`config.mk`:
```
export PLATFORM = sky130hd
export DESIGN_NAME = mem_arbiter_flat
export DESIGN_NICKNAME = d
export VERILOG_FILES = /design/src/hdl/soc_mem_pkg.sv /design/src/hdl/mem_bus_if.sv /design/src/hdl/mem_arbiter.sv /design/src/flat_wrapper.sv
export SDC_FILE = /design/constraint.sdc
export NUM_CORES = 1
export LEC_CHECK = 0
export ABC_AREA = 0
export BUFFER_PORTS_ARGS = -buffer_cell sky130_fd_sc_hd__buf_2
export CELL_PAD_IN_SITES_DETAIL_PLACEMENT = 1
export CELL_PAD_IN_SITES_GLOBAL_PLACEMENT = 1
export CORE_AREA = 2 2 92 94
export DETAILED_ROUTE_END_ITERATION = 7
export DIE_AREA = 0 0 94 96
export PLACE_DENSITY = 0.81
export SETUP_SLACK_MARGIN = 0.3
export SLEW_MARGIN = 20
export SYNTH_ARGS = -nofsm -noshare
export SYNTH_HDL_FRONTEND = slang
export SYNTH_SLANG_ARGS = --single-unit
```
`constraint.sdc`:
```
create_clock -name clk_i -period 3.05 [get_ports clk_i]
set_clock_uncertainty 0.15 [all_clocks]
set_input_delay 0.4575 -clock clk_i [delete_from_list [all_inputs] [get_ports clk_i]]
set_output_delay 0.4575 -clock clk_i [all_outputs]
set_load 0.005 [all_outputs]
```
`src/hdl/soc_mem_pkg.sv`:
```
package soc_mem_pkg;

   // word and lane geometry
   localparam int ADDR_W  = 8;
   localparam int DATA_W  = 32;
   localparam int COL_W   = 8;
   localparam int NUM_COL = 4;

   localparam int MEM_WORDS  = 256;
   localparam int BOOT_WORDS = 16;

   // xor key of the boot image bytes
   localparam logic [COL_W-1:0] BOOT_KEY = 8'h5A;

   typedef enum logic [1:0] {
      BOOT_COPY,
      BOOT_LAST,
      BOOT_DONE
   } boot_state_e;

   typedef enum logic [1:0] {
      HOST_IDLE,
      HOST_WAIT,
      HOST_RESP
   } host_state_e;

   typedef enum logic {
      OWN_BOOT,
      OWN_HOST
   } arb_owner_e;

   // lane k of word idx holds (NUM_COL*idx + k) ^ key, lane 0 is the low byte
   function automatic logic [DATA_W-1:0] boot_word(input int unsigned idx);
      logic [DATA_W-1:0] word;
      word = '0;
      for (int k = 0; k < NUM_COL; k++) begin
         word[k*COL_W +: COL_W] = COL_W'(NUM_COL * idx + k) ^ BOOT_KEY;
      end
      return word;
   endfunction

endpackage

```
`src/hdl/mem_bus_if.sv`:
```
`timescale 1ns/1ns

interface mem_bus_if
   import soc_mem_pkg::*;
();

   logic                req;
   logic [NUM_COL-1:0]  wstrb;
   logic [ADDR_W-1:0]   addr;
   logic [DATA_W-1:0]   wdata;
   logic                gnt;
   logic                rvalid;
   logic [DATA_W-1:0]   rdata;

   // requester side
   modport master (
      output req, wstrb, addr, wdata,
      input  gnt, rvalid, rdata
   );

   // arbiter side of a peer link
   modport slave (
      input  req, wstrb, addr, wdata,
      output gnt, rvalid, rdata
   );

   // req acts as the memory enable
   modport ram (
      input  req, wstrb, addr, wdata,
      output rdata
   );

endinterface

```
`src/hdl/mem_arbiter.sv`:
```
`timescale 1ns/1ns

module mem_arbiter
   import soc_mem_pkg::*;
(
   input logic       clk_i,
   input logic       reset_i,
   mem_bus_if.slave  boot_bus,
   mem_bus_if.slave  host_bus,
   mem_bus_if.master ram
);

   arb_owner_e owner_q;
   logic       rvalid_q;
   logic       boot_gnt;
   logic       host_gnt;

   // round robin, the peer not granted last wins a tie
   always_comb begin
      boot_gnt = 1'b0;
      host_gnt = 1'b0;
      if (boot_bus.req && host_bus.req) begin
         if (owner_q == OWN_BOOT) begin
            host_gnt = 1'b1;
         end else begin
            boot_gnt = 1'b1;
         end
      end else begin
         boot_gnt = boot_bus.req;
         host_gnt = host_bus.req;
      end
   end

   assign boot_bus.gnt = boot_gnt;
   assign host_bus.gnt = host_gnt;

   assign ram.req   = boot_gnt | host_gnt;
   assign ram.addr  = host_gnt ? host_bus.addr : boot_bus.addr;
   assign ram.wstrb = host_gnt ? host_bus.wstrb : boot_bus.wstrb;
   assign ram.wdata = host_gnt ? host_bus.wdata : boot_bus.wdata;

   // owner only moves on a grant, so it also tags the access in flight
   always_ff @(posedge clk_i) begin
      if (reset_i) begin
         owner_q  <= OWN_HOST;
         rvalid_q <= 1'b0;
      end else begin
         rvalid_q <= boot_gnt | host_gnt;
         if (boot_gnt) begin
            owner_q <= OWN_BOOT;
         end else if (host_gnt) begin
            owner_q <= OWN_HOST;
         end
      end
   end

   assign boot_bus.rvalid = rvalid_q && (owner_q == OWN_BOOT);
   assign host_bus.rvalid = rvalid_q && (owner_q == OWN_HOST);
   assign boot_bus.rdata  = ram.rdata;
   assign host_bus.rdata  = ram.rdata;

   a_one_grant: assert property (@(posedge clk_i) disable iff (reset_i)
      !(boot_bus.gnt && host_bus.gnt));

   a_boot_resp: assert property (@(posedge clk_i) disable iff (reset_i)
      boot_bus.gnt |=> boot_bus.rvalid);

   a_host_resp: assert property (@(posedge clk_i) disable iff (reset_i)
      host_bus.gnt |=> host_bus.rvalid);

endmodule

```
`src/flat_wrapper.sv`:
```
// flat-port wrapper written by rule: the top's interface ports become plain ports
module mem_arbiter_flat import soc_mem_pkg::*;
  (clk_i, reset_i, boot_bus_req, boot_bus_wstrb, boot_bus_addr, boot_bus_wdata, boot_bus_gnt, boot_bus_rvalid, boot_bus_rdata, host_bus_req, host_bus_wstrb, host_bus_addr, host_bus_wdata, host_bus_gnt, host_bus_rvalid, host_bus_rdata, ram_req, ram_wstrb, ram_addr, ram_wdata, ram_gnt, ram_rvalid, ram_rdata);
  mem_bus_if boot_bus_i ();
  mem_bus_if host_bus_i ();
  mem_bus_if ram_i ();
  input logic clk_i;
  input logic reset_i;
  input wire logic [$bits(boot_bus_i.req)-1:0] boot_bus_req;
  input wire logic [$bits(boot_bus_i.wstrb)-1:0] boot_bus_wstrb;
  input wire logic [$bits(boot_bus_i.addr)-1:0] boot_bus_addr;
  input wire logic [$bits(boot_bus_i.wdata)-1:0] boot_bus_wdata;
  output wire logic [$bits(boot_bus_i.gnt)-1:0] boot_bus_gnt;
  output wire logic [$bits(boot_bus_i.rvalid)-1:0] boot_bus_rvalid;
  output wire logic [$bits(boot_bus_i.rdata)-1:0] boot_bus_rdata;
  input wire logic [$bits(host_bus_i.req)-1:0] host_bus_req;
  input wire logic [$bits(host_bus_i.wstrb)-1:0] host_bus_wstrb;
  input wire logic [$bits(host_bus_i.addr)-1:0] host_bus_addr;
  input wire logic [$bits(host_bus_i.wdata)-1:0] host_bus_wdata;
  output wire logic [$bits(host_bus_i.gnt)-1:0] host_bus_gnt;
  output wire logic [$bits(host_bus_i.rvalid)-1:0] host_bus_rvalid;
  output wire logic [$bits(host_bus_i.rdata)-1:0] host_bus_rdata;
  output wire logic [$bits(ram_i.req)-1:0] ram_req;
  output wire logic [$bits(ram_i.wstrb)-1:0] ram_wstrb;
  output wire logic [$bits(ram_i.addr)-1:0] ram_addr;
  output wire logic [$bits(ram_i.wdata)-1:0] ram_wdata;
  input wire logic [$bits(ram_i.gnt)-1:0] ram_gnt;
  input wire logic [$bits(ram_i.rvalid)-1:0] ram_rvalid;
  input wire logic [$bits(ram_i.rdata)-1:0] ram_rdata;
  assign boot_bus_i.req = boot_bus_req;
  assign boot_bus_i.wstrb = boot_bus_wstrb;
  assign boot_bus_i.addr = boot_bus_addr;
  assign boot_bus_i.wdata = boot_bus_wdata;
  assign boot_bus_gnt = boot_bus_i.gnt;
  assign boot_bus_rvalid = boot_bus_i.rvalid;
  assign boot_bus_rdata = boot_bus_i.rdata;
  assign host_bus_i.req = host_bus_req;
  assign host_bus_i.wstrb = host_bus_wstrb;
  assign host_bus_i.addr = host_bus_addr;
  assign host_bus_i.wdata = host_bus_wdata;
  assign host_bus_gnt = host_bus_i.gnt;
  assign host_bus_rvalid = host_bus_i.rvalid;
  assign host_bus_rdata = host_bus_i.rdata;
  assign ram_req = ram_i.req;
  assign ram_wstrb = ram_i.wstrb;
  assign ram_addr = ram_i.addr;
  assign ram_wdata = ram_i.wdata;
  assign ram_i.gnt = ram_gnt;
  assign ram_i.rvalid = ram_rvalid;
  assign ram_i.rdata = ram_rdata;
  mem_arbiter u_core (.clk_i(clk_i), .reset_i(reset_i), .boot_bus(boot_bus_i), .host_bus(host_bus_i), .ram(ram_i));
endmodule
```
==> results summary, run 1 <==
Summed over all nets, the switching power comes to 106 µW. The number of nets in the synthesized netlist is 251. The final weighted congestion in routability-driven placement is 0.649. The netlist uses 15 different library cells. Relative to the synthesized area, the layout overhead comes to 27.7%. The storage element area came out at 40.0 µm². Of the total power, the clock network draws 0.270. Data on the critical path arrives at its endpoint at 1.77 ns. The die height is 96 µm. The portion of total power attributed to combinational logic is 0.650. The CTS sink count came out at 2. The share of the cycle needed by the critical path after routing is 0.779.

CTS built an H-tree with a depth of 1. Once the clock tree was built, the setup fixing pass inserted 0 buffers. The area inside the core boundary came out at 0.00805 mm². The via count of the first global-routing pass is 1,093. For the worst-skew pair, the clock arrives at the later sink with an insertion delay of 0.21 ns.

The worst setup path is launched from an input pin. The standby leakage power is 0.984 nW. Across every metal layer, demand over resource in global routing totals 0.0703. The worst slew margin relative to its limit is 0.649. The critical path is of the input pin to output pin type. The tree is rooted in a sky130_fd_sc_hd__clkbuf_8. The number of DRC violations after detailed routing is 0. The number of synthesized flops with an enable pin came out at 0. The power after layout is 380 µW. The ratio of cells with drive above 1 in the final layout is 0.966. The post-synthesis cell count is 125. Dividing the detail-routed wire length by the instance count gives 12.6 µm. The max-cap violation count came out at 0.

The proportion of synthesized chip area in sequential cells is 0.0303. For this configuration, the core starts out at a cell density of 0.164. The synthesis warning total is 0. The maximum clock rate is 0.421 GHz. Of the post-synthesis cell area, the dominant cell type holds 0.443. After filler insertion, the fill cell instance count of the layout stands at 993. The x dimension of the die is 94 µm. The first-pass GRT wire length came out at 4.94 mm. The estimated wirelength of the detail-placed design is 3.41 mm.

Internal power comes to 275 µW. Summing all non-filler instances in the final layout gives an area of 0.00169 mm². The number of setup violations in the final report is 0.

The number of port buffers is 140. The final sum of negative setup slack is 0 ns. The required time of the critical path is 2.44 ns. The antenna cell count came out at 0. The detailed router finished its first iteration with 3 violations. The maximum number of pins on one net before global-route repair is 20. The number of standard cells in the layout, taps in and fillers out is 310.

Once placement finished, the instance area stood at 0.00165 mm². The post-cts repair resize count is 0. Clock-pin slew was measured on the worst setup and hold paths at 0.03 ns. The global-route congestion overflow total is 0. The tightest min-delay check is of the input pin to flip-flop type. In the synthesized netlist the dominant register cell turns out to be sky130_fd_sc_hd__dfxtp_1. The first-pass detailed-route iteration total is 3.

The flow ran to the end, and the final reports show no timing, DRC or antenna violations. The clock passes through at most 2 buffers. The final critical-path required period came out at 2.38 ns. In this run, placement finished with an instance count of 307. The mapped cell area is 0.00132 mm². The count of state elements after synthesis came out at 2. The standard-cell row count is 33. The clock tree from TritonCTS is yes. The worst setup path is captured at an output pin.

The post-detailed-routing wire length came out at 3.90 mm. The worst-case vdd ir drop is 0.0637 mV. The number of hold violations in the final report came out at 0. Sorting the synthesized cells by area gives the leading types as sky130_fd_sc_hd__mux2_4, sky130_fd_sc_hd__buf_4, sky130_fd_sc_hd__buf_12. The dominant cell type by area after synthesis is sky130_fd_sc_hd__mux2_4. The number of ports placed on the die boundary is 239.

The critical-path maximum fanout came out at 19. The die outline area came out at 0.00902 mm². The final layout net count came out at 333. The number of antenna violations at the first check in global routing is 0. The average via count per standard cell came out at 3.63. Buffers inserted during clock tree synthesis total 3. For the pin with the worst max-slew slack, the measured transition is 0.525 ns. The combined area of the multi-input logic cells came out at 714 µm². Setup repair after global routing left no endpoint under its margin. The portion of total power attributed to sequential cells is 0.080. The net switching share of the total power came out at 0.278. Hold timing on the final database bottoms out at a slack of 0.276 ns. The count of final max-slew check failures came out at 0. Averaged over all synthesized cells, the footprint is 10.6 µm². The share of async-settable or async-resettable flops after synthesis came out at 0. The number of hold buffers added after cts came out at 0. For this design the ratio of total power to cell area is 225 mW/mm².

Yosys instantiated no cell more often than sky130_fd_sc_hd__buf_4. The total number of vias came out at 1,124. In the synthesized netlist, the cells that appear most often are sky130_fd_sc_hd__buf_4, sky130_fd_sc_hd__mux2_4, sky130_fd_sc_hd__mux2_2.

The remaining number of nets flagged by the antenna check after routing is 0.
## stage by stage
step                utilization  setup slack (ns)
CTS                       0.210             0.652
global placement          0.205             0.651
floorplan                     -              1.23
finish                    0.210             0.673
global route              0.210             0.596
detailed placement        0.205             0.660
## worst max-delay path: stages
cell and delay, ns:
sky130_fd_sc_hd__buf_2 0.13, sky130_fd_sc_hd__a21boi_4 0.45, sky130_fd_sc_hd__buf_12 0.26, sky130_fd_sc_hd__mux2_4 0.32, sky130_fd_sc_hd__buf_2 0.13
## power groups by stage
stage / Clock (mW) / Combinational (mW) / Sequential, mW
final: 0.103 / 0.247 / 0.0303
after global routing: 0.111 / 0.268 / 0.0304
after CTS: 0.108 / 0.251 / 0.0303
after detailed placement: 0 / 0.249 / 0.0306
after global placement: 0 / 0.245 / 0.0304
after floorplan: 0 / 0.203 / 0.0298
## state kept, by name (all words and copies together) (netlist names)
register         flops
u_core.rvalid_q      1
u_core.owner_q       1
## path summary, 6_finish.rpt
path	start	endpoint	slack, ns	depth (start not counted)
setup / recovery	boot_bus_req	ram_wdata[21]	0.67	5
hold / removal	reset_i	u_core.rvalid_q$_SDFF_PP0_	0.28	2
setup reg to reg	u_core.owner_q$_SDFFE_PP1P_	u_core.owner_q$_SDFFE_PP1P_	1.96	2
hold reg to reg	u_core.owner_q$_SDFFE_PP1P_	u_core.owner_q$_SDFFE_PP1P_	0.41	2
## per-layer routing
layer,share of wire,routed length [µm],vias up,GRT usage
li1,-,-,513,-
met2,0.51,1980,77,0.133
met5,0,0,-,0
met4,0.031,122,0,0.0483
met1,0.31,1220,510,0.0619
met3,0.15,576,24,0.0251
## cell families after synthesis
group	count (synthesis)	share of synthesized area
and+or+nand+nor	6	0.0293
AOI/OAI and AO/OA	3	0.0199
DFF	2	0.0303
buffers and inverters	70	0.435
muxes	44	0.485
## area by class of cell
cell class                 instances  area share
timing repair buffer             146       0.449
multi-input combinational         53       0.423
clock buffer                       3      0.0244
tap                              105      0.0778
sequential                         2      0.0237
inverter                           1     0.00222
## cell usage in the layout, fill, tap and decap left out, drive strengths merged
| cell | n |
|---|---|
| mux2 | 44 |
| clkbuf | 3 |
| a21o | 1 |
| nor2b | 1 |
| and2b | 1 |
| a21boi | 2 |
| dfxtp | 2 |
| and2 | 1 |
| nand2 | 1 |
| inv | 1 |
| or2 | 2 |
| buf | 146 |
No activity file was read; power rests on OpenSTA's default activity.
==> inputs of run 2 (changes only) <==
--- a/config.mk
+++ b/config.mk
@@ -9,10 +9,9 @@
 export BUFFER_PORTS_ARGS = -buffer_cell sky130_fd_sc_hd__buf_2
 export CELL_PAD_IN_SITES_DETAIL_PLACEMENT = 1
 export CELL_PAD_IN_SITES_GLOBAL_PLACEMENT = 1
-export CORE_AREA = 2 2 92 94
+export CORE_UTILIZATION = 16
 export DETAILED_ROUTE_END_ITERATION = 7
-export DIE_AREA = 0 0 94 96
-export PLACE_DENSITY = 0.81
+export PLACE_DENSITY = 0.79
 export SETUP_SLACK_MARGIN = 0.3
 export SLEW_MARGIN = 20
 export SYNTH_ARGS = -nofsm -noshare
==> constraint.sdc (replaced) <==
create_clock -name clk_i -period 2.2 [get_ports clk_i]
set_clock_uncertainty 0.15 [all_clocks]
set_input_delay 0.33 -clock clk_i [delete_from_list [all_inputs] [get_ports clk_i]]
set_output_delay 0.33 -clock clk_i [all_outputs]
set_load 0.005 [all_outputs]
==> results summary, run 2 (same netlist as run 1, synthesis figures left out) <==
The worst setup path is launched from a flip-flop. The detailed router put a total of 1.31 mm of wire on met1. The library cell used most frequently in the layout, excluding fill and tap cells, is sky130_fd_sc_hd__buf_2. The critical-path maximum fanout is 8. The maximum clock rate is 0.502 GHz. STA classifies the critical path endpoint as an output pin.

The number of clock buffers added by TritonCTS is 3. The average via count per standard cell is 3.65. The top metal layer carrying routed signals is met4. The antenna cell count is 0. The logic depth of the worst register-to-register path came out at 4. Counting along the longest clock path gives a buffer depth of 2. The standby leakage power came out at 1.14 nW. For this run, the total global-route usage over all layers was measured as 0.0931. In the routed design, unresolved DRC markers number 0.

The actual transition at the worst max-transition pin is 0.135 ns. The iteration-0 DRC count of the detailed router came out at 3. Once detail routing completed, the nets flagged for antenna violations numbered 0. The number of hold violations in the final report came to 0.

For this run the aggregate overflow at the end of global routing stands at 0. For the worst setup path, the data required time is 1.72 ns. The number of stages on the worst hold path came out at 2. The initial utilization of the core area, before any placement, comes to 0.169. The maximum number of pins on one net before global-route repair is 9. The first detailed-routing pass took 2 iterations. The estimated wirelength of the detail-placed design is 3.59 mm. In the layout the commonest cells are sky130_fd_sc_hd__buf_2, sky130_fd_sc_hd__mux2_4, sky130_fd_sc_hd__buf_6. The wire length on met2 came out at 2.55 mm. The total number of vias came out at 1,162. The area inside the core boundary is 0.00785 mm².

The tree built by TritonCTS fans out to 2 sinks. The number of antenna violations at the first check in global routing came out at 0. The count of final max-slew check failures came out at 0. The clock latency of the later-clocked register in the worst-skew pair is 0.20 ns. The data arrival time of the worst path came out at 1.51 ns. In the final layout, the share of cells above drive strength 1 is 0.972. The number of ports placed on the die boundary is 239.

The worst slew margin relative to its limit is 0.910. The clock tree from TritonCTS is yes. The post-detailed-routing wire length is 4.60 mm.

The via count of the first global-routing pass is 1,258. The worst setup path is of the flip-flop to output pin kind. Setup total negative slack on the finished layout was measured at 0 ns. The number of port buffers is 140.

The max-cap violation count came out at 0. Dividing the detail-routed wire length by the instance count gives 14.5 µm. The final weighted congestion in routability-driven placement came out at 0.663. Setup repair after global routing could not meet its margin everywhere. The number of H-tree levels is 1. The flow ran to the end, and the final reports show no timing, DRC or antenna violations. The die covers 0.00863 mm². The number of setup violations in the final report came out at 0.

The final layout contains 344 nets. The worst-case vdd ir drop came out at 0.101 mV. The tightest min-delay check is of the input pin to flip-flop type. The largest registers in the layout are u_core.owner_q (1), u_core.rvalid_q (1). The power density normalized to cell area came out at 316 mW/mm². The first-pass GRT wire length came out at 6.24 mm.

The area added between synthesis and finish came out at 56.1%. Clock tree synthesis selected as its root buffer the cell sky130_fd_sc_hd__clkbuf_8. The routed length on met3 came out at 604 µm. Clock-pin slew was measured on the worst setup and hold paths at 0.03 ns. The smallest clock period supported by the final layout is computed as 1.99 ns.

The layout filler cell count came out at 936. From bottom edge to top edge, the die measures 92.9 µm. The x dimension of the die is 92.9 µm. The standard-cell row count came out at 32. The power after layout is 652 µW.

The share of the cycle needed by the critical path after routing is 0.905. The register-to-register setup slack is 0.88 ns.
## run 2: report_power, final
part	internal, mW	switching [mW]
logic	0.322	0.147
registers	0.0390	0.00185
clock network	0.115	0.0260
total	0.476	0.175
## run 2: worst paths after layout
path,from,endpoint
worst max register to register,u_core.owner_q$_SDFFE_PP1P_,u_core.owner_q$_SDFFE_PP1P_
worst min register to register,u_core.owner_q$_SDFFE_PP1P_,u_core.owner_q$_SDFFE_PP1P_
worst max-delay path,u_core.owner_q$_SDFFE_PP1P_,ram_wdata[3]
worst min-delay path,reset_i,u_core.rvalid_q$_SDFF_PP0_
## run 2: per-layer routing
metal / track usage / up-vias
met5: 0 / -
met3: 0.0353 / 25
li1: - / 536
met2: 0.192 / 75
met4: 0.0449 / 0
met1: 0.0742 / 526
## run 2: critical path, cell delays in order (launching register included)
cell	delay (ns)
sky130_fd_sc_hd__dfxtp_4	0.34
sky130_fd_sc_hd__a21boi_4	0.15
sky130_fd_sc_hd__buf_12	0.14
sky130_fd_sc_hd__buf_12	0.11
sky130_fd_sc_hd__buf_16	0.12
sky130_fd_sc_hd__mux2_4	0.31
sky130_fd_sc_hd__buf_6	0.12
## run 2: area by class of cell
cell class,instances,area [µm²],share of cell area
inverters,1,3.75,0.00182
multi-input cells,53,726,0.352
flip-flops and latches,2,43.8,0.0212
clock buffers,3,41.3,0.0200
repair buffers,157,1120,0.544
well taps,102,128,0.0618
## run 2: what timing repair did
action                                  4_1_cts  5_1_grt
gates resized for setup                      43        2
endpoints found under the setup margin       44       44
buffers inserted                              6        1
hold buffers                                  0        0
pin swaps                                     1        1
gates cloned                                  1        0
## run 2: through the flow
step                cell area, µm²  worst slack, ns  hold WS, ns  std cells   util
floorplan                     1320            0.631        0.252        125      -
global placement              1670            0.155        0.360        307  0.212
detailed placement            1670            0.179        0.366        307  0.212
CTS                           2050            0.197        0.147        317  0.261
global route                  2060            0.172        0.158        318  0.263
finish                        2060            0.209        0.148        318  0.263
==> inputs of run 3 (changes only) <==
--- a/config.mk
+++ b/config.mk
@@ -5,13 +5,13 @@
 export SDC_FILE = /design/constraint.sdc
 export NUM_CORES = 1
 export LEC_CHECK = 0
-export ABC_AREA = 0
+export ABC_AREA = 1
 export BUFFER_PORTS_ARGS = -buffer_cell sky130_fd_sc_hd__buf_2
 export CELL_PAD_IN_SITES_DETAIL_PLACEMENT = 1
 export CELL_PAD_IN_SITES_GLOBAL_PLACEMENT = 1
 export CORE_UTILIZATION = 16
 export DETAILED_ROUTE_END_ITERATION = 7
-export PLACE_DENSITY = 0.79
+export PLACE_DENSITY = 0.8
 export SETUP_SLACK_MARGIN = 0.3
 export SLEW_MARGIN = 20
 export SYNTH_ARGS = -nofsm -noshare
==> results summary, run 3 <==
The maximum clock rate is 0.568 GHz. By area the synthesized netlist is led by sky130_fd_sc_hd__buf_4, sky130_fd_sc_hd__nand2_1, sky130_fd_sc_hd__nand3_2. The remaining number of nets flagged by the antenna check after routing came out at 0. The share of async-settable or async-resettable flops after synthesis is 0. The global-route congestion overflow total came out at 0. The worst setup path is captured at an output pin. The number of port buffers is 140. The final layout net count is 427. Measured against its own limit, the worst slew margin works out to 0.792. Of the total power, the share spent switching nets is 0.405. For this design the total switching power over the nets is 224 µW. On the critical path the largest part of the delay comes from flip-flops.

The x dimension of the die came out at 97.3 µm. The worst-case vdd ir drop came out at 0.268 mV. Leaving out fill and tap cells, the most frequent cell in the layout is sky130_fd_sc_hd__buf_2. For the pin with the worst max-slew slack, the measured transition is 0.312 ns. The via count of the first global-routing pass is 1,673. The standby leakage power came out at 1.11 nW.

The total number of vias is 1,623. The number of hold violations in the final report is 0. The standard-cell row count is 34. Counting instances in the post-synthesis netlist gives the leading cell types as sky130_fd_sc_hd__nand2_1, sky130_fd_sc_hd__buf_4, sky130_fd_sc_hd__nand3_2.

The ratio of cells with drive above 1 in the final layout came out at 0.605. The post-cts repair resize count came out at 3. The combined global-route utilization of all metal layers came out at 0.101. The logic depth of the worst register-to-register path came out at 3. Power spread over the standard cell area amounts to 309 mW/mm². The first-pass GRT wire length is 7.91 mm. The estimated wirelength of the detail-placed design is 3.66 mm. Of all cell types, the one taking the most synthesized area is sky130_fd_sc_hd__buf_4. Internal power comes to 329 µW. The clock slew seen by the registers of the worst setup and hold paths came out at 0.03 ns. Walking the worst path, the cells encountered are nand2_8, buf_12, nand3_1, nand2_1, buf_2.

The critical path ends at ram_wdata[0]. The run finished with clean final reports. The share of power burned in the clock network came out at 0.259. The critical path starts at u_core.owner_q$_SDFFE_PP1P_. Once layout is done, the placed cells without fillers occupy 0.00179 mm². The starting density of the core came out at 0.166. The number of DRC violations after detailed routing came out at 0.

The portion of total power attributed to sequential cells came out at 0.079. The proportion of synthesized chip area in sequential cells is 0.0275. The maximum number of pins on one net before global-route repair came out at 38. The worst setup path is launched from a flip-flop.

The layout filler cell count came out at 1,173. The delay contributed by the slowest stage of the critical path is 0.40 ns. The CTS sink count came out at 2. In this run the critical register-to-register path is captured at u_core.owner_q$_SDFFE_PP1P_. In the synthesized netlist the dominant register cell turns out to be sky130_fd_sc_hd__dfxtp_1. Across the run, the number of max-cap violations was 0. The required time of the critical path came out at 1.72 ns. The first detailed-routing pass took 4 iterations. The highest metal layer carrying signal wires in the routed design is met4. The repair_antennas step left the layout with diodes totalling 0.

The slowest stage of the critical path belongs to the cell sky130_fd_sc_hd__dfxtp_2. The area after detailed placement is 0.00171 mm². The cell depth of the worst setup path came out at 5.

The post-detailed-routing wire length is 5.04 mm. In this run the mean area of a mapped cell was 6.40 µm². The setup fix buffers added after clock tree synthesis came out at 0. The buffering stage count on the worst path with inverters included came out at 2. The number of ports placed on the die boundary is 239. The largest registers in the layout are u_core.owner_q (1), u_core.rvalid_q (1).

The number of standard cells in the layout, taps in and fillers out came out at 407. sky130_fd_sc_hd__nand2_1 is the most common cell in the netlist. The data arrival time of the worst path is 1.28 ns. The number of setup violations in the final report came out at 0. Clock tree synthesis selected as its root buffer the cell sky130_fd_sc_hd__clkbuf_8. After detailed routing, the met2 layer carries 2.64 mm of wire. In this run the deepest clock path goes through 2 buffers.

In this run, synthesis inferred 0 flip-flops with an integrated enable. The post-synthesis cell count came out at 227. The wire length per cell came out at 12.4 µm. Routability-driven placement finished with a final weighted congestion of 0.686. The number of antenna violations at the first check in global routing came out at 0.

After synthesis, the netlist uses 14 different library cells. Setup repair after global routing left no endpoint under its margin. The worst path in the final design needs a cycle of 1.76 ns, including I/O delays and setup. The worst hold-check path type is input pin to flip-flop. In the finished design, the share of the clock period the worst path needs comes to 0.800. The number of buffers created by CTS is 3.

For this run, the number of Yosys warnings is 0. The die height is 97.3 µm. The final sum of negative setup slack is 0 ns. The total area inside the core boundary comes to 0.00876 mm². The library cells used most frequently in the layout, excluding fill and tap cells, are sky130_fd_sc_hd__buf_2, sky130_fd_sc_hd__nand2_1, sky130_fd_sc_hd__nand3_2. The count of final max-slew check failures is 0. The critical path is of the flip-flop to output pin type. The die outline area came out at 0.00947 mm².

CTS built an H-tree with a depth of 1. The routed length on met3 came out at 380 µm. The number of placed cells counting well taps came out at 402. After detailed routing, the wire length on met1 is 1.87 mm. In this run the worst path has a maximum fanout of 24. At the later pin of the worst-skew pair, clock insertion delay measures 0.21 ns. The mapped cell area came out at 0.00145 mm². The average via count per standard cell came out at 3.99. The area added between synthesis and finish is 23.1%. The number of hold buffers added after cts came out at 0. Of the post-synthesis cell area, the dominant cell type holds 0.336. The register-to-register setup slack came out at 1.35 ns. TritonCTS built the clock tree.

The iteration-0 DRC count of the detailed router came out at 28. The startpoint of the lowest-slack register-to-register path is u_core.owner_q$_SDFFE_PP1P_. Of the total power, combinational logic draws 0.661.

After synthesis the netlist holds a flip-flop and latch count of 2. The net count of the mapped netlist is 353.
run 3: changes by cell type after synthesis, sizes merged, moves of 2 or more:
cell and change:
nand2 +92, mux2 -44, nand3 +44, nor2 +3
inv +5, or2 -2, a21oi +2, buf +8
a21boi -2
run 3: power by group through the flow:
stage / combinational (mW) / sequential [mW] / clock [mW]
floorplan: 0.278 / 0.0422 / 0
global placement: 0.344 / 0.0425 / 0
detailed placement: 0.357 / 0.0431 / 0
CTS: 0.377 / 0.0440 / 0.150
global route: 0.411 / 0.0443 / 0.153
finish: 0.366 / 0.0439 / 0.144
run 3: worst min-delay path by stage:
| stage | depth (start not counted) | from | slack (ns) | endpoint |
|---|---|---|---|---|
| finish | 2 | reset_i | 0.16 | u_core.rvalid_q$_SDFF_PP0_ |
| global route | 2 | reset_i | 0.16 | u_core.rvalid_q$_SDFF_PP0_ |
| CTS | 2 | reset_i | 0.16 | u_core.rvalid_q$_SDFF_PP0_ |
| detailed placement | 2 | reset_i | 0.38 | u_core.rvalid_q$_SDFF_PP0_ |
| global placement | 2 | reset_i | 0.36 | u_core.rvalid_q$_SDFF_PP0_ |
| floorplan | 1 | reset_i | 0.25 | u_core.rvalid_q$_SDFF_PP0_ |
run 3: through the flow:
stage                     worst slack, ns  utilization  total power, mW  hold WS (ns)
after floorplan                     0.840            -            0.321         0.252
after global placement              0.448        0.195            0.386         0.363
after detailed placement            0.402        0.195            0.400         0.378
after CTS                           0.410        0.204            0.571         0.156
after global routing                0.344        0.204            0.609         0.158
final                               0.439        0.204            0.554         0.162
run 3: area by class of cell:
type	count	area (µm²)	share of cell area
clock buffer	3	41.3	0.0231
inverter	6	22.5	0.0126
multi-input combinational	144	795	0.444
sequential	2	41.3	0.0231
tap	108	135	0.0755
timing repair buffer	144	756	0.422
run 3: cells by family (layout without fill, tap and decap cells):
family | Yosys count | after routing | share of synthesized area
buffers and inverters | 83 | 153 | 0.454
and+or+nand+nor | 140 | 142 | 0.512
AOI/OAI and AO/OA | 2 | 2 | 0.00688
DFF | 2 | 2 | 0.0275
run 3: metal layers:
layer  vias to the layer above  GRT usage
met5                         -          0
met4                         0     0.0419
met3                        30     0.0173
met2                        84      0.199
met1                       717      0.104
li1                        792          -
run 3: worst reg2reg max path: stages (launching register included):
cell and delay [ns]:
sky130_fd_sc_hd__dfxtp_2 0.40, sky130_fd_sc_hd__inv_1 0.08, sky130_fd_sc_hd__nand2_1 0.06, sky130_fd_sc_hd__nand2_1 0.05
